`config.mk`:
```
export PLATFORM = sky130hd
export DESIGN_NAME = chip8_core
export DESIGN_NICKNAME = d
export VERILOG_FILES = /design/src/hdl/chip8_pkg.sv /design/src/hdl/chip8_alu.sv /design/src/hdl/chip8_control.sv /design/src/hdl/chip8_core.sv /design/src/hdl/chip8_pc_unit.sv /design/src/hdl/chip8_reg_file.sv
export SDC_FILE = /design/constraint.sdc
export NUM_CORES = 1
export LEC_CHECK = 0
export BUFFER_PORTS_ARGS = -buffer_cell sky130_fd_sc_hd__buf_2
export CORE_MARGIN = 1
export CORE_UTILIZATION = 27
export CTS_CLUSTER_SIZE = 12
export DETAILED_ROUTE_END_ITERATION = 7
export PLACE_DENSITY = 0.44
export REMOVE_ABC_BUFFERS = 1
export SLEW_MARGIN = 20
export SYNTH_ARGS = -nofsm -noshare
export SYNTH_HDL_FRONTEND = slang
export SYNTH_SLANG_ARGS = --single-unit
export TNS_END_PERCENT = 1
```
`constraint.sdc`:
```
create_clock -name clk -period 8.8 [get_ports clk]
set_clock_uncertainty 0.1 [all_clocks]
set_input_delay 0.88 -clock clk [delete_from_list [all_inputs] [get_ports clk]]
set_output_delay 0.88 -clock clk [all_outputs]
set_load 0.03 [all_outputs]
```
`src/hdl/chip8_pkg.sv`:
```
// Shared widths, instruction fields and record types of the CHIP-8 core
// Imported by every RTL module and by the testbench
`default_nettype none

package chip8_pkg;

    // Program address space and register file geometry
    localparam int addr_w   = 12;
    localparam int data_w   = 8;
    localparam int num_regs = 16;
    localparam int vf_idx   = 15;

    typedef logic [addr_w-1:0]           addr_t;
    typedef logic [data_w-1:0]           byte_t;
    typedef logic [$clog2(num_regs)-1:0] reg_idx_t;

    // One 16-bit instruction word, kk is {y, n} and nnn is {x, y, n}
    typedef struct packed {
        logic [3:0] opcode;
        reg_idx_t   x;
        reg_idx_t   y;
        logic [3:0] n;
    } instr_t;

    // Data operations first, then the compares used by skips
    typedef enum logic [3:0] {
        alu_pass_kk,
        alu_add_kk,
        alu_pass_y,
        alu_or,
        alu_and,
        alu_xor,
        alu_add_y,
        alu_sub_xy,
        alu_shr,
        alu_sub_yx,
        alu_shl,
        alu_cmp_eq_kk,
        alu_cmp_ne_kk,
        alu_cmp_eq_y,
        alu_cmp_ne_y
    } alu_op_e;

    typedef enum logic [2:0] {
        pc_inc,
        pc_skip_if,
        pc_jump,
        pc_jump_v0,
        pc_call,
        pc_ret
    } pc_op_e;

    typedef struct packed {
        byte_t value;
        byte_t flag;
        logic  flag_we;
        logic  cond;
    } alu_res_t;

    // One retired instruction, fields are zero when their write is off
    typedef struct packed {
        addr_t    addr;
        logic     wr_en;
        reg_idx_t wr_idx;
        byte_t    wr_val;
        logic     flag_we;
        byte_t    flag_val;
        addr_t    next_pc;
    } retire_t;

endpackage

`default_nettype wire

```
`src/hdl/chip8_alu.sv`:
```
// Registered 8-bit ALU for loads, arithmetic, shifts and skip compares
// Result appears the cycle after start and holds until the next start
`timescale 1ns/1ps
`default_nettype none

module chip8_alu (
    input  wire logic                clk,
    input  wire logic                rst,
    input  wire logic                start,
    input  wire chip8_pkg::alu_op_e  op,
    input  wire chip8_pkg::byte_t    vx,
    input  wire chip8_pkg::byte_t    vy,
    input  wire chip8_pkg::byte_t    kk,
    output chip8_pkg::alu_res_t      res
);
    import chip8_pkg::*;

    alu_res_t nxt;
    logic     carry;
    byte_t    sum_y;

    assign {carry, sum_y} = vx + vy;

    always_comb begin
        nxt = '0;
        case (op)
            alu_pass_kk: nxt.value = kk;
            alu_add_kk:  nxt.value = vx + kk;
            alu_pass_y:  nxt.value = vy;
            alu_or:      nxt.value = vx | vy;
            alu_and:     nxt.value = vx & vy;
            alu_xor:     nxt.value = vx ^ vy;
            // VF = carry out
            alu_add_y: begin
                nxt.value   = sum_y;
                nxt.flag    = byte_t'(carry);
                nxt.flag_we = 1'b1;
            end
            // VF = not borrow, strict greater than
            alu_sub_xy: begin
                nxt.value   = vx - vy;
                nxt.flag    = byte_t'(vx > vy);
                nxt.flag_we = 1'b1;
            end
            alu_sub_yx: begin
                nxt.value   = vy - vx;
                nxt.flag    = byte_t'(vy > vx);
                nxt.flag_we = 1'b1;
            end
            // Shifted-out bit goes to VF
            alu_shr: begin
                nxt.value   = vx >> 1;
                nxt.flag    = byte_t'(vx[0]);
                nxt.flag_we = 1'b1;
            end
            alu_shl: begin
                nxt.value   = vx << 1;
                nxt.flag    = byte_t'(vx[7]);
                nxt.flag_we = 1'b1;
            end
            alu_cmp_eq_kk: nxt.cond = (vx == kk);
            alu_cmp_ne_kk: nxt.cond = (vx != kk);
            alu_cmp_eq_y:  nxt.cond = (vx == vy);
            alu_cmp_ne_y:  nxt.cond = (vx != vy);
            default: ;
        endcase
    end

    always_ff @(posedge clk) begin
        if (rst) begin
            res <= '0;
        end else if (start) begin
            res <= nxt;
        end
    end

    a_flag_ops: assert property (@(posedge clk) disable iff (rst)
        start |=> (!res.flag_we ||
                   ($past(op) inside {alu_add_y, alu_sub_xy, alu_shr, alu_sub_yx, alu_shl})))
        else $error("VF write from an operation that does not set it");

endmodule

`default_nettype wire

```
`src/hdl/chip8_control.sv`:
```
// Four-state instruction sequencer and decoder of the CHIP-8 core
// Drives fetch, the datapath strobes and the retire record
`timescale 1ns/1ps
`default_nettype none

module chip8_control (
    input  wire logic               clk,
    input  wire logic               rst,
    input  wire chip8_pkg::instr_t  instr,
    input  wire chip8_pkg::addr_t   pc,
    input  wire chip8_pkg::addr_t   next_pc,
    input  wire chip8_pkg::alu_res_t alu_res,
    output logic                    fetch,
    output logic                    retire,
    output chip8_pkg::retire_t      retire_info,
    output chip8_pkg::reg_idx_t     rd_x,
    output chip8_pkg::reg_idx_t     rd_y,
    output logic                    alu_start,
    output chip8_pkg::alu_op_e      alu_op,
    output chip8_pkg::byte_t        kk,
    output logic                    wr_en,
    output logic                    pc_update,
    output chip8_pkg::pc_op_e       pc_op,
    output chip8_pkg::addr_t        target
);
    import chip8_pkg::*;

    // One-hot state bits
    localparam int st_fetch = 0;
    localparam int st_dec   = 1;
    localparam int st_exec  = 2;
    localparam int st_wb    = 3;

    logic [3:0] state;
    logic       started;
    instr_t     ir;
    logic       wr_dec;

    // Hold in fetch for the first cycle out of reset so fetch stays low
    always_ff @(posedge clk) begin
        if (rst) begin
            state   <= 4'b0001;
            started <= 1'b0;
        end else begin
            started <= 1'b1;
            if (started) begin
                state <= {state[2:0], state[3]};
            end
        end
    end

    // Instruction word is valid on the port during decode
    always_ff @(posedge clk) begin
        if (state[st_dec]) begin
            ir <= instr;
        end
    end

    assign fetch     = started && state[st_fetch];
    assign alu_start = state[st_exec];
    assign wr_en     = state[st_wb] && wr_dec;
    assign pc_update = state[st_wb];
    assign retire    = state[st_wb];

    assign rd_x   = ir.x;
    assign rd_y   = ir.y;
    assign kk     = {ir.y, ir.n};
    assign target = {ir.x, ir.y, ir.n};

    always_comb begin
        // Unknown opcodes fall through as no-ops
        alu_op = alu_pass_kk;
        pc_op  = pc_inc;
        wr_dec = 1'b0;
        case (ir.opcode)
            4'h0: begin
                if (ir == 16'h00EE) begin
                    pc_op = pc_ret;
                end else if (ir != 16'h00E0) begin
                    pc_op = pc_jump;
                end
            end
            4'h1: pc_op = pc_jump;
            4'h2: pc_op = pc_call;
            4'h3: begin
                alu_op = alu_cmp_eq_kk;
                pc_op  = pc_skip_if;
            end
            4'h4: begin
                alu_op = alu_cmp_ne_kk;
                pc_op  = pc_skip_if;
            end
            4'h5: begin
                if (ir.n == 4'h0) begin
                    alu_op = alu_cmp_eq_y;
                    pc_op  = pc_skip_if;
                end
            end
            4'h6: begin
                alu_op = alu_pass_kk;
                wr_dec = 1'b1;
            end
            4'h7: begin
                alu_op = alu_add_kk;
                wr_dec = 1'b1;
            end
            4'h8: begin
                wr_dec = 1'b1;
                case (ir.n)
                    4'h0: alu_op = alu_pass_y;
                    4'h1: alu_op = alu_or;
                    4'h2: alu_op = alu_and;
                    4'h3: alu_op = alu_xor;
                    4'h4: alu_op = alu_add_y;
                    4'h5: alu_op = alu_sub_xy;
                    4'h6: alu_op = alu_shr;
                    4'h7: alu_op = alu_sub_yx;
                    4'hE: alu_op = alu_shl;
                    default: wr_dec = 1'b0;
                endcase
            end
            4'h9: begin
                if (ir.n == 4'h0) begin
                    alu_op = alu_cmp_ne_y;
                    pc_op  = pc_skip_if;
                end
            end
            4'hB: pc_op = pc_jump_v0;
            default: ;
        endcase
    end

    // pc still holds the address of the retiring instruction
    always_comb begin
        retire_info          = '0;
        retire_info.addr     = pc;
        retire_info.next_pc  = next_pc;
        if (wr_dec) begin
            retire_info.wr_en  = 1'b1;
            retire_info.wr_idx = ir.x;
            retire_info.wr_val = alu_res.value;
            if (alu_res.flag_we) begin
                retire_info.flag_we  = 1'b1;
                retire_info.flag_val = alu_res.flag;
            end
        end
    end

    a_one_state: assert property (@(posedge clk) disable iff (rst) $onehot(state))
        else $error("sequencer not in exactly one state");

    // Retire closes the instruction that fetch opened three cycles earlier
    a_retire_wb: assert property (@(posedge clk) disable iff (rst)
        retire |-> ($past(alu_start) && $past(fetch, 3)))
        else $error("retire outside writeback");

endmodule

`default_nettype wire

```
`src/hdl/chip8_core.sv`:
```
// Top level of the CHIP-8 instruction core
// Sequencer plus register file, ALU and PC unit, one instruction per 4 cycles
`timescale 1ns/1ps
`default_nettype none

module chip8_core #(
    parameter chip8_pkg::addr_t prog_start  = 12'h200,
    parameter int               stack_depth = 16
) (
    input  wire logic               clk,
    input  wire logic               rst,
    input  wire chip8_pkg::instr_t  instr,
    output logic                    fetch,
    output chip8_pkg::addr_t        fetch_addr,
    output logic                    retire,
    output chip8_pkg::retire_t      retire_info
);
    import chip8_pkg::*;

    reg_idx_t rd_x;
    reg_idx_t rd_y;
    byte_t    vx;
    byte_t    vy;
    byte_t    v0;
    byte_t    kk;
    logic     alu_start;
    alu_op_e  alu_op;
    alu_res_t alu_res;
    logic     wr_en;
    logic     pc_update;
    pc_op_e   pc_op;
    addr_t    target;
    addr_t    next_pc;

    chip8_control u_control (
        .clk         (clk),
        .rst         (rst),
        .instr       (instr),
        .pc          (fetch_addr),
        .next_pc     (next_pc),
        .alu_res     (alu_res),
        .fetch       (fetch),
        .retire      (retire),
        .retire_info (retire_info),
        .rd_x        (rd_x),
        .rd_y        (rd_y),
        .alu_start   (alu_start),
        .alu_op      (alu_op),
        .kk          (kk),
        .wr_en       (wr_en),
        .pc_update   (pc_update),
        .pc_op       (pc_op),
        .target      (target)
    );

    chip8_reg_file u_reg_file (
        .clk   (clk),
        .rst   (rst),
        .rd_x  (rd_x),
        .rd_y  (rd_y),
        .vx    (vx),
        .vy    (vy),
        .v0    (v0),
        .wr_en (wr_en),
        .res   (alu_res)
    );

    chip8_alu u_alu (
        .clk   (clk),
        .rst   (rst),
        .start (alu_start),
        .op    (alu_op),
        .vx    (vx),
        .vy    (vy),
        .kk    (kk),
        .res   (alu_res)
    );

    // PC doubles as the program port address
    chip8_pc_unit #(
        .prog_start  (prog_start),
        .stack_depth (stack_depth)
    ) u_pc_unit (
        .clk     (clk),
        .rst     (rst),
        .update  (pc_update),
        .op      (pc_op),
        .target  (target),
        .v0      (v0),
        .cond    (alu_res.cond),
        .pc      (fetch_addr),
        .next_pc (next_pc)
    );

endmodule

`default_nettype wire

```
`src/hdl/chip8_pc_unit.sv`:
```
// Program counter and return stack of the CHIP-8 core
// next_pc is combinational and loads into pc on the update strobe
`timescale 1ns/1ps
`default_nettype none

module chip8_pc_unit #(
    parameter chip8_pkg::addr_t prog_start  = 12'h200,
    parameter int               stack_depth = 16
) (
    input  wire logic               clk,
    input  wire logic               rst,
    input  wire logic               update,
    input  wire chip8_pkg::pc_op_e  op,
    input  wire chip8_pkg::addr_t   target,
    input  wire chip8_pkg::byte_t   v0,
    input  wire logic               cond,
    output chip8_pkg::addr_t        pc,
    output chip8_pkg::addr_t        next_pc
);
    import chip8_pkg::*;

    localparam int idx_w = $clog2(stack_depth);
    // One more bit so a full stack is distinct from an empty one
    localparam int sp_w  = $clog2(stack_depth + 1);

    addr_t           stack_mem [stack_depth];
    logic [sp_w-1:0] sp;
    addr_t           pc_plus2;
    addr_t           top;

    assign pc_plus2 = pc + addr_t'(2);
    assign top      = stack_mem[idx_w'(sp - 1'b1)];

    always_comb begin
        case (op)
            pc_inc:     next_pc = pc_plus2;
            pc_skip_if: next_pc = cond ? pc + addr_t'(4) : pc_plus2;
            pc_jump:    next_pc = target;
            pc_jump_v0: next_pc = target + addr_t'(v0);
            pc_call:    next_pc = target;
            pc_ret:     next_pc = top;
            default:    next_pc = pc_plus2;
        endcase
    end

    always_ff @(posedge clk) begin
        if (rst) begin
            pc <= prog_start;
            sp <= '0;
        end else if (update) begin
            pc <= next_pc;
            if (op == pc_call) begin
                sp <= sp + 1'b1;
            end else if (op == pc_ret) begin
                sp <= sp - 1'b1;
            end
        end
    end

    // Return address is the word after the call
    always_ff @(posedge clk) begin
        if (update && op == pc_call) begin
            stack_mem[idx_w'(sp)] <= pc_plus2;
        end
    end

    a_no_overflow: assert property (@(posedge clk) disable iff (rst)
        (update && op == pc_call) |-> (sp < sp_w'(stack_depth)))
        else $error("call with the return stack full");

    a_no_underflow: assert property (@(posedge clk) disable iff (rst)
        (update && op == pc_ret) |-> (sp != '0))
        else $error("return with the return stack empty");

endmodule

`default_nettype wire

```
`src/hdl/chip8_reg_file.sv`:
```
// Sixteen 8-bit V registers with asynchronous reads
// Writes value to Vx and then the flag to VF at the end of writeback
`timescale 1ns/1ps
`default_nettype none

module chip8_reg_file (
    input  wire logic                 clk,
    input  wire logic                 rst,
    input  wire chip8_pkg::reg_idx_t  rd_x,
    input  wire chip8_pkg::reg_idx_t  rd_y,
    output chip8_pkg::byte_t          vx,
    output chip8_pkg::byte_t          vy,
    output chip8_pkg::byte_t          v0,
    input  wire logic                 wr_en,
    input  wire chip8_pkg::alu_res_t  res
);
    import chip8_pkg::*;

    byte_t regs [num_regs];

    assign vx = regs[rd_x];
    assign vy = regs[rd_y];
    // Bnnn offset
    assign v0 = regs[0];

    always_ff @(posedge clk) begin
        if (rst) begin
            for (int i = 0; i < num_regs; i++) begin
                regs[i] <= '0;
            end
        end else if (wr_en) begin
            regs[rd_x] <= res.value;
            // Later assignment wins when x is VF
            if (res.flag_we) begin
                regs[vf_idx] <= res.flag;
            end
        end
    end

endmodule

`default_nettype wire

```
* Word-level counts from Yosys, hierarchy flattened
Memory sizes are Yosys's and may differ from the RTL's. A register that Yosys moved wholly into a read port is not among the register bits. Index checks and enable logic that the tools add are counted.
Storage, ports and cells: RAM bits 320, logic and storage cells 127, register bits after elaboration 56, output and inout bits 60, memories kept 2
Memory list:
- u_pc_unit.stack_mem | depth 16, bits a word 12, rd ports 1, clocked after memory_dff 0, wr ports 1, line chip8_pc_unit.sv:26 | addr_t stack_mem [stack_depth];
- u_reg_file.regs | depth 16, bits a word 8, rd ports 3, clocked after memory_dff 2, wr ports 16, line chip8_reg_file.sv:19 | byte_t regs [num_regs];
Cells by class: magnitude comparators 2, mux-type cells 37, add/sub/neg operators 9, bitwise operators 7, reduce and logical (&&, ||, !) cells 14, equality and inequality tests 44
Operator list (number):
- case mux 8 bit (11 select lines) | 1
- equality test 4 x 3 -> 1 bit, second input constant | 12
- equality test 4 bit, second input constant | 12
- case mux 12 bit (4 select lines) | 1
- case mux 4 bit (9 select lines) | 1
- equality test 4 x 2 -> 1 bit, second input constant | 6
- case mux 4 bit (6 select lines) | 1
- two-way mux 22 bit | 1
- two-way mux 4 bit | 5
- case mux 3 bit (6 select lines) | 1
- equality test 16 x 8 -> 1 bit, second input constant | 1
- equality test 8 bit | 2
- greater-than comparator 8 bit | 2
- two-way mux 8 bit | 2
- != test 16 x 8 -> 1 bit, second input constant | 1
- != test 8 bit | 2
- subtractor 8 bit | 2
- two-way mux 1 bit | 15
- adder 12 x 2 -> 12 bit, second input constant | 1
- adder 12 x 3 -> 12 bit, second input constant | 1
- adder 12 x 8 -> 12 bit | 1
- equality test 4 x 1 -> 1 bit, second input constant | 3
- zero test 4 bit | 3
- two-way mux 12 bit | 1
- 26 further kinds | 35

* Longest topological paths before layout
Gate-level depths: netlist of run 1.
word-level depth 13, gate-level depth with buffers 15

* Hierarchy
From an unflattened synthesis of run 1, not the netlist that was laid out.
Second synthesis, totals: cell total of the unflattened synthesis 1637, area, all modules 20881.3 um2
Modules (own cells, without submodules):
- chip8_pc_unit | area each 9412.8 um2, times used 1, cells each 623
- chip8_reg_file | area each 7075.5 um2, times used 1, cells each 468
- chip8_alu | area each 2861.5 um2, times used 1, cells each 383
- chip8_control | area each 1531.5 um2, times used 1, cells each 163

* Worst setup path after synthesis of run 1
OpenSTA, ideal clock, no wires.
path type register to output, start register u_pc_unit.sp[0], end output retire_info[6] (netlist name), arrival 3821 ps, path buffers 6, setup slack 3999 ps, required time 7820 ps, cell stages (with the launch flop) 15, path through dfxtp_1 > buf_2 > buf_2 > buf_2 > inv_1 > ha_1 > clkbuf_1 > buf_1 > clkbuf_1 > mux4_2 > mux2_2 > o21ai_0 > o22ai_1 > a221oi_1 > a21oi_1
RTL lines:
- start, declared | line chip8_pc_unit.sv:27 | logic [sp_w-1:0] sp;
- start signal, assigned | line chip8_pc_unit.sv:53 | sp <= sp + 1'b1;
- start signal, assigned | line chip8_pc_unit.sv:55 | sp <= sp - 1'b1;
- end, declared | line chip8_core.sv:16 | output chip8_pkg::retire_t retire_info

==> results of run 1 <==
-- worst reg2reg max path, cell delays in order, from the launching register on --
cell	delay, ps
sky130_fd_sc_hd__dfxtp_2	310
sky130_fd_sc_hd__buf_4	570
sky130_fd_sc_hd__mux4_2	650
sky130_fd_sc_hd__mux4_2	580
sky130_fd_sc_hd__ha_1	270
sky130_fd_sc_hd__fa_1	440
sky130_fd_sc_hd__a21o_1	170
sky130_fd_sc_hd__a21oi_1	220
sky130_fd_sc_hd__o21ai_0	150
sky130_fd_sc_hd__xor2_1	160
sky130_fd_sc_hd__a221oi_1	290
sky130_fd_sc_hd__o211ai_1	130
sky130_fd_sc_hd__o41a_1	390
-- synthesized netlist by cell type, drive strengths merged (18+ instances only) --
cell type	number
mux2i	21
a21oi	50
a211oi	18
edfxtp	336
o21ai	49
nand2	63
nor2	86
inv	39
clkbuf	55
and2	132
mux4	127
dfxtp	40
buf	64
nor3	25
ha	54
xnor2	30
nor2b	27
-- sequential cells by signal, summed over array words and instances, names as in the netlist, named ones only --
signal               count
u_control.state          4
u_pc_unit.stack_mem    192
u_control.kk             4
u_alu.res               11
u_reg_file.regs        128
u_control.ir             4
u_control.started        1
u_control.rd_y           4
u_pc_unit.sp             4
u_control.rd_x           4
u_pc_unit.pc            12
-- kinds of logic (layout without fill, tap and decap cells) --
logic type / Yosys count / count (layout)
other: 1 / 8
flip-flops: 376 / 376
XOR/XNOR: 43 / 43
adder cells (fa/ha/maj): 59 / 59
AND/OR/NAND/NOR: 426 / 426
AO/OA/AOI/OAI: 252 / 252
buffers and inverters: 159 / 252
multiplexers: 164 / 164
-- metrics by stage --
stage	setup WS (ps)	instances	area, um^2	total power (uW)	utilization [%]
after CTS	3110	2537	23300	4610	31.7
final	3250	2539	23300	4570	31.8
after global routing	2970	2538	23300	4730	31.7
after floorplan	1930	1367	19600	2420	-
after detailed placement	3740	2454	21700	2640	29.6
after global placement	3810	2451	21700	2630	29.5
-- power groups by stage --
| stage | Clock (uW) | Sequential, uW | Combinational (uW) |
|---|---|---|---|
| after floorplan | 0 | 2040 | 377 |
| after global placement | 0 | 2030 | 599 |
| after detailed placement | 0 | 2040 | 601 |
| after CTS | 2010 | 2000 | 604 |
| after global routing | 2070 | 2000 | 653 |
| final | 1960 | 2000 | 607 |
-- area by class of cell --
| type | instances | share of cell area [%] |
|---|---|---|
| Sequential cell | 376 | 46.7 |
| Multi-Input combinational cell | 951 | 37.3 |
| Clock buffer | 62 | 5.44 |
| Tap cell | 959 | 5.14 |
| Timing Repair Buffer | 129 | 3.51 |
| Clock inverter | 21 | 1.27 |
| Inverter | 40 | 0.644 |
| Antenna cell | 1 | 0.0107 |
-- per-layer routing --
metal,up-vias,global-route usage (%),routed length (um)
li1,5842,-,-
met5,-,0,13
met4,2,3.75,1300
met3,81,3.04,3960
met2,463,26.7,29300
met1,6830,24.2,29700
-- how the worst max path moves through the flow --
stage / to / cells after the start / from / slack, ps
3_5_place_dp: retire_info[1] / 11 / u_pc_unit.sp[0] / 3740
6_report: retire_info[1] / 11 / u_pc_unit.sp[0] / 3250
5_1_grt: retire_info[1] / 11 / u_pc_unit.sp[0] / 2970
3_3_place_gp: retire_info[1] / 11 / u_pc_unit.sp[0] / 3810
4_1_cts: retire_info[1] / 11 / u_pc_unit.sp[0] / 3110
2_1_floorplan: retire_info[7] / 8 / u_pc_unit.sp[0] / 1930
==> results.tsv, run 1 <==
metric	value	unit
grt_use_total	17.0	%
routed_wirelength_normalized_by_instance_count	25.4	um
initial_utilization	27.5	%
clkSinkCount	376	
root_buffer	sky130_fd_sc_hd__clkbuf_16	
final_antenna_net_count	0	
critPathLaunchType	register	
layout.cells.most_common_list	sky130_fd_sc_hd__edfxtp_1 (336), sky130_fd_sc_hd__and2_1 (132), sky130_fd_sc_hd__mux4_2 (127)	
crit_path_max_fanout	32	
share_seq_of_total_power	43.8	%
cp_common_cell	sky130_fd_sc_hd__a211oi_1	
post_cts_hold_buffer_count	0	
layout_worst_path_cycle_share	63.0	%
data_required_critical_path	7820	ps
ys.warnings.count	0	
net-switching-power	1180	uW
power_density	196	nW/um^2
firstDrtPassIters	5	
grt_pass1_vias	12966	
area.growth.synth_to_final	15.5	%
cts-resized-gates	0	
syn-instance-count	1480	
hp-start	u_control.state[0]	
setup-violations-final	0	
fmax	180	MHz
holdPathEnd	u_control.state[0]	
status	completed	
route.vias.total	13218	
mappedNetlistArea	20200	um^2
grt_first_pass_wirelength	92900	um
synthDominantCellAreaShare	50.0	%
crit_buf_inv	3	
crit_chain	inv_1 > ha_2 > buf_4 > mux4_2 > nor2b_1 > a211oi_1 > a21oi_1 > a22o_1 > a211oi_1 > mux2i_1 > buf_2	
top_level_ports	78	
drt_drc_violations_left	0	
p_leak	0.00796	uW
finalWirelength	64400	um
worstRegToRegCells	12	
clkSlewWorstSetupHoldPaths	60	ps
grt_antenna_before_repair	3	
ys_seq_elements	376	
multi_input_area	8690	um^2
io_buffer_count	70	
critical_path.max_stage_delay	700	ps
reg2reg_slack	4230	ps
post_route_cells_drive_above_1_share	24.6	%
finalWorstPathRequiredPeriod	5550	ps
maxSlewHeadroom	30.1	%
synthesized_area_fraction_occupied_by_ao_oa_aoi_and_oai_cells	8.88	%
worst_path_max_delay_cell	sky130_fd_sc_hd__ha_2	
synth_top_family_by_area	multiplexers	
post_synth.cell_area_avg	13.6	um^2
placement_rows	99	
die_h	275	um
comb_power_share	13.3	%
worstSkewPairLatency	590	ps
num-nets-final	1620	
end_kind	output pin	
gpl_congestion	0.846	
setup_total_negative_slack	0	ps
worst_hold_path_type	register to register	
worst_margin_pin_slew	1050	ps
timing.critical_path.arrival	4570	ps
detail_route.vias_per_cell	5.21	
synth_seq_area_share	53.9	%
cts_made_buffers	45	
maximum_level_of_the_cts_h_tree	2	
cell_type_with_the_largest_total_area_after_synthesis	sky130_fd_sc_hd__edfxtp_1	
crit_family	compound AO/OA/AOI/OAI gates	
die_x	275	um
cts_tree	done	
synthTopCellsByArea	sky130_fd_sc_hd__edfxtp_1 (50%), sky130_fd_sc_hd__mux4_2 (14%), sky130_fd_sc_hd__and2_1 (4.1%)	
finalMaxSlewViolations	0	
timing.rr.end	u_alu.res[16]	
clockBufferDepth	3	
die_area	75900	um^2
grt_start_max_net_pins	34	
hold_slack	370	ps
synth.mux.area_fraction	16.1	%
ys_types	89	
dominantRegCellSynth	sky130_fd_sc_hd__edfxtp_1	
ys_async_sr_fraction	0	%
xor_and_xnor_area_share_after_synthesis	1.90	%
post_synth_and_or_nand_nor_area_fraction	11.6	%
peak_supply_drop	138	uV
layout.area.seq	10900	um^2
timing.final.hold_violations	0	
synth-adder-area-share	3.84	%
fillerInstances	7233	
critPathKind	register to output pin	
number_of_setup_buffers_added_after_cts	0	
count_of_flip_flops_with_a_built_in_enable_after_synthesis	336	
final_common_cell	sky130_fd_sc_hd__edfxtp_1	
rsz_0062_raised_after_global_routing	false	
place_hpwl	43900	um
timing.max_cap.violations	0	
drtIter0Drc	1193	
grt_overflow_total	0	
min_path_cells	2	
switching_fraction	25.9	%
power_frac_clock	42.9	%
cellInternalPower	3380	uW
core-area	73500	um^2
No activity file was read; power rests on OpenSTA's default activity.
==> run 2: changes to the inputs <==
--- a/config.mk
+++ b/config.mk
@@ -5,6 +5,7 @@
 export SDC_FILE = /design/constraint.sdc
 export NUM_CORES = 1
 export LEC_CHECK = 0
+export ABC_AREA = 1
 export BUFFER_PORTS_ARGS = -buffer_cell sky130_fd_sc_hd__buf_2
 export CORE_MARGIN = 1
 export CORE_UTILIZATION = 27
==> constraint.sdc (replaced) <==
create_clock -name clk -period 5.4 [get_ports clk]
set_clock_uncertainty 0.1 [all_clocks]
set_input_delay 0.54 -clock clk [delete_from_list [all_inputs] [get_ports clk]]
set_output_delay 0.54 -clock clk [all_outputs]
set_load 0.03 [all_outputs]
==> run 2 against run 1 <==
  * Cell area rose by 2.8%
  * Area after synthesis grew 3.1%
  * Critical path depth down 1
  * Final cell count up 40%
  * Clock power grew 67%
  * Core utilization is 0.23 points lower
  * Sequential cell count unchanged
  * Largest power group unchanged
==> results.tsv, run 2 <==
metric	value	unit	change
detail_route.vias_per_cell	4.88		was 5.21
dpl-instance-area	22300	um^2	was 21700 um^2
synthDominantCellAreaShare	48.4	%	was 50.0%
clkSinkCount	376		unchanged
grt_use_total	18.5	%	was 17.0%
wl_met3	3730	um	was 3960 um
ys_seq_elements	376		unchanged
top_level_ports	78		unchanged
clkSlewWorstSetupHoldPaths	60	ps	about the same
timing.final.hold_violations	0		unchanged
crit_path_max_fanout	48		was 32
worst_hold_path_type	primary input to register		was register to register
route.top_layer_used	met4		was met5
rsz_0062_raised_after_global_routing	false		unchanged
switching_fraction	29.9	%	was 25.9%
grt_start_max_net_pins	72		was 34
cellInternalPower	5590	uW	was 3380 uW
holdPathEnd	u_control.ir[13]		was u_control.state[0]
number_of_setup_buffers_added_after_cts	0		unchanged
cts_made_buffers	47		was 45
synth_commonest_cells	sky130_fd_sc_hd__nand2_1 (627), sky130_fd_sc_hd__nand3_1 (366), sky130_fd_sc_hd__edfxtp_1 (336), sky130_fd_sc_hd__nor2_1 (273), sky130_fd_sc_hd__inv_1 (201)		was sky130_fd_sc_hd__edfxtp_1 (336), sky130_fd_sc_hd__and2_1 (132), sky130_fd_sc_hd__mux4_2 (127), sky130_fd_sc_hd__nor2_1 (86), sky130_fd_sc_hd__nand2_1 (63)
stdcell_area	24000	um^2	was 23300 um^2
data_required_critical_path	4760	ps	was 7820 ps
timing.critical_path.arrival	3960	ps	was 4570 ps
placement_rows	101		was 99
final_antenna_net_count	0		unchanged
grt_overflow_total	0		unchanged
root_buffer	sky130_fd_sc_hd__clkbuf_16		unchanged
mappedNetlistArea	20800	um^2	was 20200 um^2
power_density	332	nW/um^2	was 196 nW/um^2
layout_worst_path_cycle_share	85.2	%	
fmax	217	MHz	
antennaDiodeCount	0		was 1
layout.cells.most_common_list	sky130_fd_sc_hd__nand2_1 (627), sky130_fd_sc_hd__nand3_1 (366), sky130_fd_sc_hd__edfxtp_1 (336)		was sky130_fd_sc_hd__edfxtp_1 (336), sky130_fd_sc_hd__and2_1 (132), sky130_fd_sc_hd__mux4_2 (127)
synth.most_common_cell	sky130_fd_sc_hd__nand2_1		was sky130_fd_sc_hd__edfxtp_1
finalMaxSlewViolations	0		unchanged
fillerInstances	8075		was 7233
worstRegToRegCells	19		was 12
clockBufferDepth	3		unchanged
timing.max_cap.violations	0		unchanged
net-switching-power	2380	uW	was 1180 uW
io_buffer_count	70		unchanged
comb_power_share	17.0	%	was 13.3%
p_leak	0.00966	uW	was 0.00796 uW
peak_supply_drop	235	uV	was 138 uV
min_path_cells	1		was 2
ys_async_sr_fraction	0	%	unchanged
core-area	76100	um^2	was 73500 um^2
wl_met1	32400	um	was 29700 um
layout.area.seq	10900	um^2	about the same
setup_total_negative_slack	0	ps	unchanged
worstSkewPairLatency	600	ps	was 590 ps
drtIter0Drc	1415		was 1193
power_frac_clock	41.2	%	was 42.9%
largest_register_ff_count	192		unchanged
drt_drc_violations_left	0		unchanged
initial_utilization	27.4	%	was 27.5%
dominantRegCellSynth	sky130_fd_sc_hd__edfxtp_1		unchanged
firstDrtPassIters	6		was 5
finalWorstPathRequiredPeriod	4600	ps	
route.vias.total	17392		was 13218
hp-start	instr[13]		was u_control.state[0]
timing.rr.end	u_alu.res[17]		was u_alu.res[16]
critPathLaunchType	register		unchanged
cell_type_with_the_largest_total_area_after_synthesis	sky130_fd_sc_hd__edfxtp_1		unchanged
syn-instance-count	2452		was 1480
synthTopCellsByArea	sky130_fd_sc_hd__edfxtp_1 (48%), sky130_fd_sc_hd__nand2_1 (11%), sky130_fd_sc_hd__nand3_1 (8.8%)		was sky130_fd_sc_hd__edfxtp_1 (50%), sky130_fd_sc_hd__mux4_2 (14%), sky130_fd_sc_hd__and2_1 (4.1%)
gpl_congestion	0.896		was 0.846
die_h	280	um	was 275 um
area.growth.synth_to_final	15.1	%	was 15.5%
share_seq_of_total_power	41.8	%	was 43.8%
num-nets-final	2572		was 1620
grt_first_pass_wirelength	108000	um	was 92900 um
worst_margin_pin_slew	994	ps	was 1050 ps
top_regs	u_pc_unit.stack_mem: 192 flops, u_reg_file.regs: 128 flops, u_pc_unit.pc: 12 flops		unchanged
cts-resized-gates	0		unchanged
ys.warnings.count	0		unchanged
post_synth.cell_area_avg	8.49	um^2	was 13.6 um^2
end_kind	output pin		unchanged
final_common_cell	sky130_fd_sc_hd__nand2_1		was sky130_fd_sc_hd__edfxtp_1
count_of_flip_flops_with_a_built_in_enable_after_synthesis	336		unchanged
die_area	78300	um^2	was 75900 um^2
cts_tree	done		unchanged
die_x	280	um	was 275 um
finalWirelength	73300	um	was 64400 um
met2RoutedLength	34400	um	was 29300 um
reg2reg_slack	1280	ps	was 4230 ps
synth_seq_area_share	52.3	%	was 53.9%
post_cts_hold_buffer_count	4		was 0
ys_types	43		was 89
critPathKind	register to output pin		unchanged
maxSlewHeadroom	33.7	%	was 30.1%
grt_antenna_before_repair	2		was 3
place_hpwl	51900	um	was 43900 um
status	completed		unchanged
multi_input_area	8520	um^2	was 8690 um^2
grt_pass1_vias	16724		was 12966
post_route_cells_drive_above_1_share	10.0	%	was 24.6%
routed_wirelength_normalized_by_instance_count	20.6	um	was 25.4 um
maximum_level_of_the_cts_h_tree	2		unchanged
setup-violations-final	0		unchanged
top_register	u_pc_unit.stack_mem		unchanged
[run 2: cell types whose count changed after synthesis, sizes merged, moves of 30 or more]
| cell | delta |
|---|---|
| a21oi | +47 |
| and2 | -132 |
| clkbuf | +30 |
| inv | +167 |
| mux4 | -127 |
| nand2 | +576 |
| nand3 | +352 |
| nor2 | +196 |
| o211ai | +72 |
| o21ai | +52 |
[run 2: cell type report]
cell class,count,area share (%)
Sequential cell,376,45.5
Tap cell,1030,5.37
Multi-Input combinational cell,1723,35.5
Clock inverter,30,1.64
Clock buffer,56,5.09
Inverter,218,3.41
Timing Repair Buffer,129,3.51
[run 2: routing by layer]
layer	GRT usage (%)	vias to the layer above
met4	7.19	0
met5	0	-
met1	24.8	8443
met3	2.21	111
met2	30.4	513
li1	-	8325
[run 2: cell families after synthesis]
group	count (synthesis)	synth area share, %
simple gates	1341	27.8
xor+xnor	26	1.13
buf+inv	359	6.97
fa+ha+maj	59	3.72
compound gates	290	8.10
other cells	1	0.0180
flops	376	52.3
[run 2: power by group through the flow]
stage	logic [uW]	clock network (uW)	registers (uW)
global route	1500	3460	3340
global placement	1350	0	3390
finish	1360	3280	3330
floorplan	820	0	3410
detailed placement	1340	0	3400
CTS	1350	3360	3330
[run 2: critical path: stages (launching register included)]
cell                      delay (ps)
sky130_fd_sc_hd__dfxtp_4         580
sky130_fd_sc_hd__inv_2            90
sky130_fd_sc_hd__buf_4           310
sky130_fd_sc_hd__ha_1            310
sky130_fd_sc_hd__xnor2_2         140
sky130_fd_sc_hd__inv_1           730
sky130_fd_sc_hd__a31oi_1         340
sky130_fd_sc_hd__nor3_1          280
sky130_fd_sc_hd__nor2_1           80
sky130_fd_sc_hd__nand3_1         210
sky130_fd_sc_hd__buf_2           250
[run 2: metrics by stage]
step	instances	util [%]	setup WS, ps	total power (uW)	hold WS, ps
5_1_grt	3562	31.5	523	8300	13.4
2_1_floorplan	2317	-	-1220	4230	340
3_5_place_dp	3472	29.4	1250	4740	361
4_1_cts	3562	31.5	737	8050	1.85
3_3_place_gp	3472	29.4	1320	4740	359
6_report	3562	31.5	802	7970	27.8
[run 2: worst max-delay path by stage]
stage,startpoint,depth (start not counted),endpoint,slack [ps]
floorplan,u_pc_unit.sp[0],10,retire_info[9],-1220
global placement,register,19,u_alu.res[17],1320
detailed placement,register,19,u_alu.res[17],1250
CTS,u_pc_unit.sp[0],12,retire_info[2],740
global route,u_pc_unit.sp[0],12,retire_info[2],520
finish,u_pc_unit.sp[0],10,retire_info[9],800
==> run 3: changes to the inputs <==
--- a/config.mk
+++ b/config.mk
@@ -11,7 +11,7 @@
 export CORE_UTILIZATION = 27
 export CTS_CLUSTER_SIZE = 12
 export DETAILED_ROUTE_END_ITERATION = 7
-export PLACE_DENSITY = 0.44
+export PLACE_DENSITY_LB_ADDON = 0.3
 export REMOVE_ABC_BUFFERS = 1
 export SLEW_MARGIN = 20
 export SYNTH_ARGS = -nofsm -noshare
==> run 3 against run 2 <==
  * Via count decreased by 0.83%
  * Global-route usage decreased by 1.1 points
  * Combinational power decreased by 3%
  * Non-clock buffer count decreased by 8
  * Core utilization decreased by 0.56 points
  * Critical path type unchanged
==> results.tsv, run 3 (synthesized netlist as in run 2, its figures left out) <==
metric	value	unit	change
status	completed		unchanged
maxSlewHeadroom	22.5	%	was 33.7%
rsz_0062_raised_after_global_routing	false		unchanged
clkSlewWorstSetupHoldPaths	60	ps	about the same
top_level_ports	78		unchanged
grt_pass1_vias	15951		was 16724
power_density	315	nW/um^2	was 332 nW/um^2
number_of_setup_buffers_added_after_cts	0		unchanged
worst_path_max_delay_cell	sky130_fd_sc_hd__nor2_1		was sky130_fd_sc_hd__inv_1
die_area	78300	um^2	unchanged
setup-violations-final	0		unchanged
finalWirelength	69200	um	was 73300 um
grt_overflow_total	0		unchanged
core-area	76100	um^2	unchanged
critPathLaunchType	register		unchanged
largest_register_ff_count	192		unchanged
critical_path.max_stage_delay	950	ps	was 730 ps
maximum_level_of_the_cts_h_tree	2		unchanged
setup_total_negative_slack	0	ps	unchanged
post-place-cells	3468		was 3472
clkSinkCount	376		unchanged
clockBufferDepth	3		unchanged
layout.cells.most_common_list	sky130_fd_sc_hd__nand2_1 (627), sky130_fd_sc_hd__nand3_1 (366), sky130_fd_sc_hd__edfxtp_1 (336)		unchanged
die_x	280	um	unchanged
reg2reg_slack	1320	ps	was 1280 ps
worstRegToRegCells	20		was 19
cts-resized-gates	0		unchanged
min_path_cells	1		unchanged
num-nets-final	2558		was 2572
route.vias.total	17248		was 17392
timing.critical_path.arrival	3950	ps	was 3960 ps
detail_route.vias_per_cell	4.87		was 4.88
drt_drc_violations_left	0		unchanged
routed_wirelength_normalized_by_instance_count	19.5	um	was 20.6 um
cp_common_cell	sky130_fd_sc_hd__nand3_1		
timing.max_cap.violations	0		unchanged
grt_first_pass_wirelength	104000	um	was 108000 um
p_leak	0.00946	uW	was 0.00966 uW
grt_antenna_before_repair	1		was 2
drtIter0Drc	1617		was 1415
peak_supply_drop	188	uV	was 235 uV
crit_path_max_fanout	11		was 48
post_cts_hold_buffer_count	0		was 4
fillerInstances	8098		was 8075
finalMaxSlewViolations	0		unchanged
grt_use_total	17.4	%	was 18.5%
layout_worst_path_cycle_share	85.0	%	was 85.2%
final_antenna_net_count	0		unchanged
firstDrtPassIters	5		was 6
area.growth.synth_to_final	13.1	%	was 15.1%
finalWorstPathRequiredPeriod	4590	ps	was 4600 ps
fmax	218	MHz	was 217 MHz
crit_end	retire_info[9]		unchanged
timing.final.hold_violations	0		unchanged
worst_hold_path_type	primary input to register		unchanged
end_kind	output pin		unchanged
placement_rows	101		unchanged
fin_cells	3543		was 3562
gpl_congestion	0.895		was 0.896
cts_made_buffers	41		was 47
data_required_critical_path	4760	ps	about the same
worstSkewPairLatency	580	ps	was 600 ps
antennaDiodeCount	0		unchanged
timing.critical_path.from	u_control.rd_x[0]		was u_pc_unit.sp[0]
io_buffer_count	70		unchanged
cts_tree	done		unchanged
initial_utilization	27.4	%	unchanged
worst_margin_pin_slew	1160	ps	was 994 ps
place_hpwl	48000	um	was 51900 um
critPathKind	register to output pin		unchanged
root_buffer	sky130_fd_sc_hd__clkbuf_16		unchanged
top_regs	u_pc_unit.stack_mem: 192 flops, u_reg_file.regs: 128 flops, u_pc_unit.pc: 12 flops		unchanged
timing.rr.end	u_alu.res[17]		unchanged
final_common_cell	sky130_fd_sc_hd__nand2_1		unchanged
post_route_cells_drive_above_1_share	9.31	%	was 10.0%
crit_chain	nor2_4 > nand3_1 > nor2_1 > o211ai_1 > nand3_1 > nand2_1 > nor2_1 > nand2_1 > nand3_1 > buf_2		was inv_2 > buf_4 > ha_1 > xnor2_2 > inv_1 > a31oi_1 > nor3_1 > nor2_1 > nand3_1 > buf_2
top_register	u_pc_unit.stack_mem		unchanged
grt_start_max_net_pins	120		was 72
die_h	280	um	unchanged
run 3: changes by cell type in the layout (fill, tap and decap cells not counted), sizes merged:
cell	change
bufinv	-5
clkinv	-13
clkinvlp	-1
inv	+2
clkbuf	+6
buf	-4
dlygate4sd3	-4
run 3: layout make-up:
| class | instances | area, um^2 | area share [%] |
|---|---|---|---|
| Sequential cell | 376 | 10900 | 46.3 |
| Multi-Input combinational cell | 1723 | 8510 | 36.1 |
| Tap cell | 1030 | 1290 | 5.47 |
| Clock buffer | 62 | 1140 | 4.86 |
| Inverter | 218 | 818 | 3.47 |
| Timing Repair Buffer | 121 | 746 | 3.17 |
| Clock inverter | 13 | 145 | 0.616 |
run 3: power breakdown:
part           internal (uW)  leakage (uW)  total, uW  switching, uW
Sequential              3230       0.00358       3320           81.6
Combinational            381       0.00525       1320            936
Clock                   1580      0.000623       2790           1220
run 3: critical path: cells and delay by family (launching register included):
family | cells | cell delay (ps)
and+or+nand+nor | 8 | 2450
buffers and inverters | 1 | 250
DFF | 1 | 540
AOI/OAI and AO/OA | 1 | 130
run 3: metrics by stage:
stage               setup slack (ps)  power [uW]  cell area (um^2)  hold slack, ps  utilization, %
floorplan                      -1220        4230             20200             340               -
global placement                1380        4680             22300             355            29.3
global route                     557        7720             23600            35.7            31.0
finish                           813        7430             23600            53.4            31.0
CTS                              807        7460             23600            34.6            31.0
detailed placement              1380        4680             22300             362            29.3
run 3: how the worst min path moves through the flow:
stage,start,to,slack [ps]
4_1_cts,instr[0],u_control.kk[0],30
3_3_place_gp,u_control.state[0],u_control.state[0],360
3_5_place_dp,u_control.state[0],u_control.state[0],360
2_1_floorplan,u_alu.res[2],u_alu.res[2],340
6_report,instr[0],u_control.kk[0],50
5_1_grt,instr[3],u_control.kk[3],40
run 3: metal layers:
| layer | track usage (%) | up-vias | part of all wire, % |
|---|---|---|---|
| met5 | 0 | - | 0.017 |
| met4 | 5.04 | 2 | 2.6 |
| met3 | 2.39 | 102 | 5.8 |
| met2 | 26.4 | 565 | 44 |
| met1 | 25.5 | 8286 | 48 |
| li1 | - | 8293 | - |
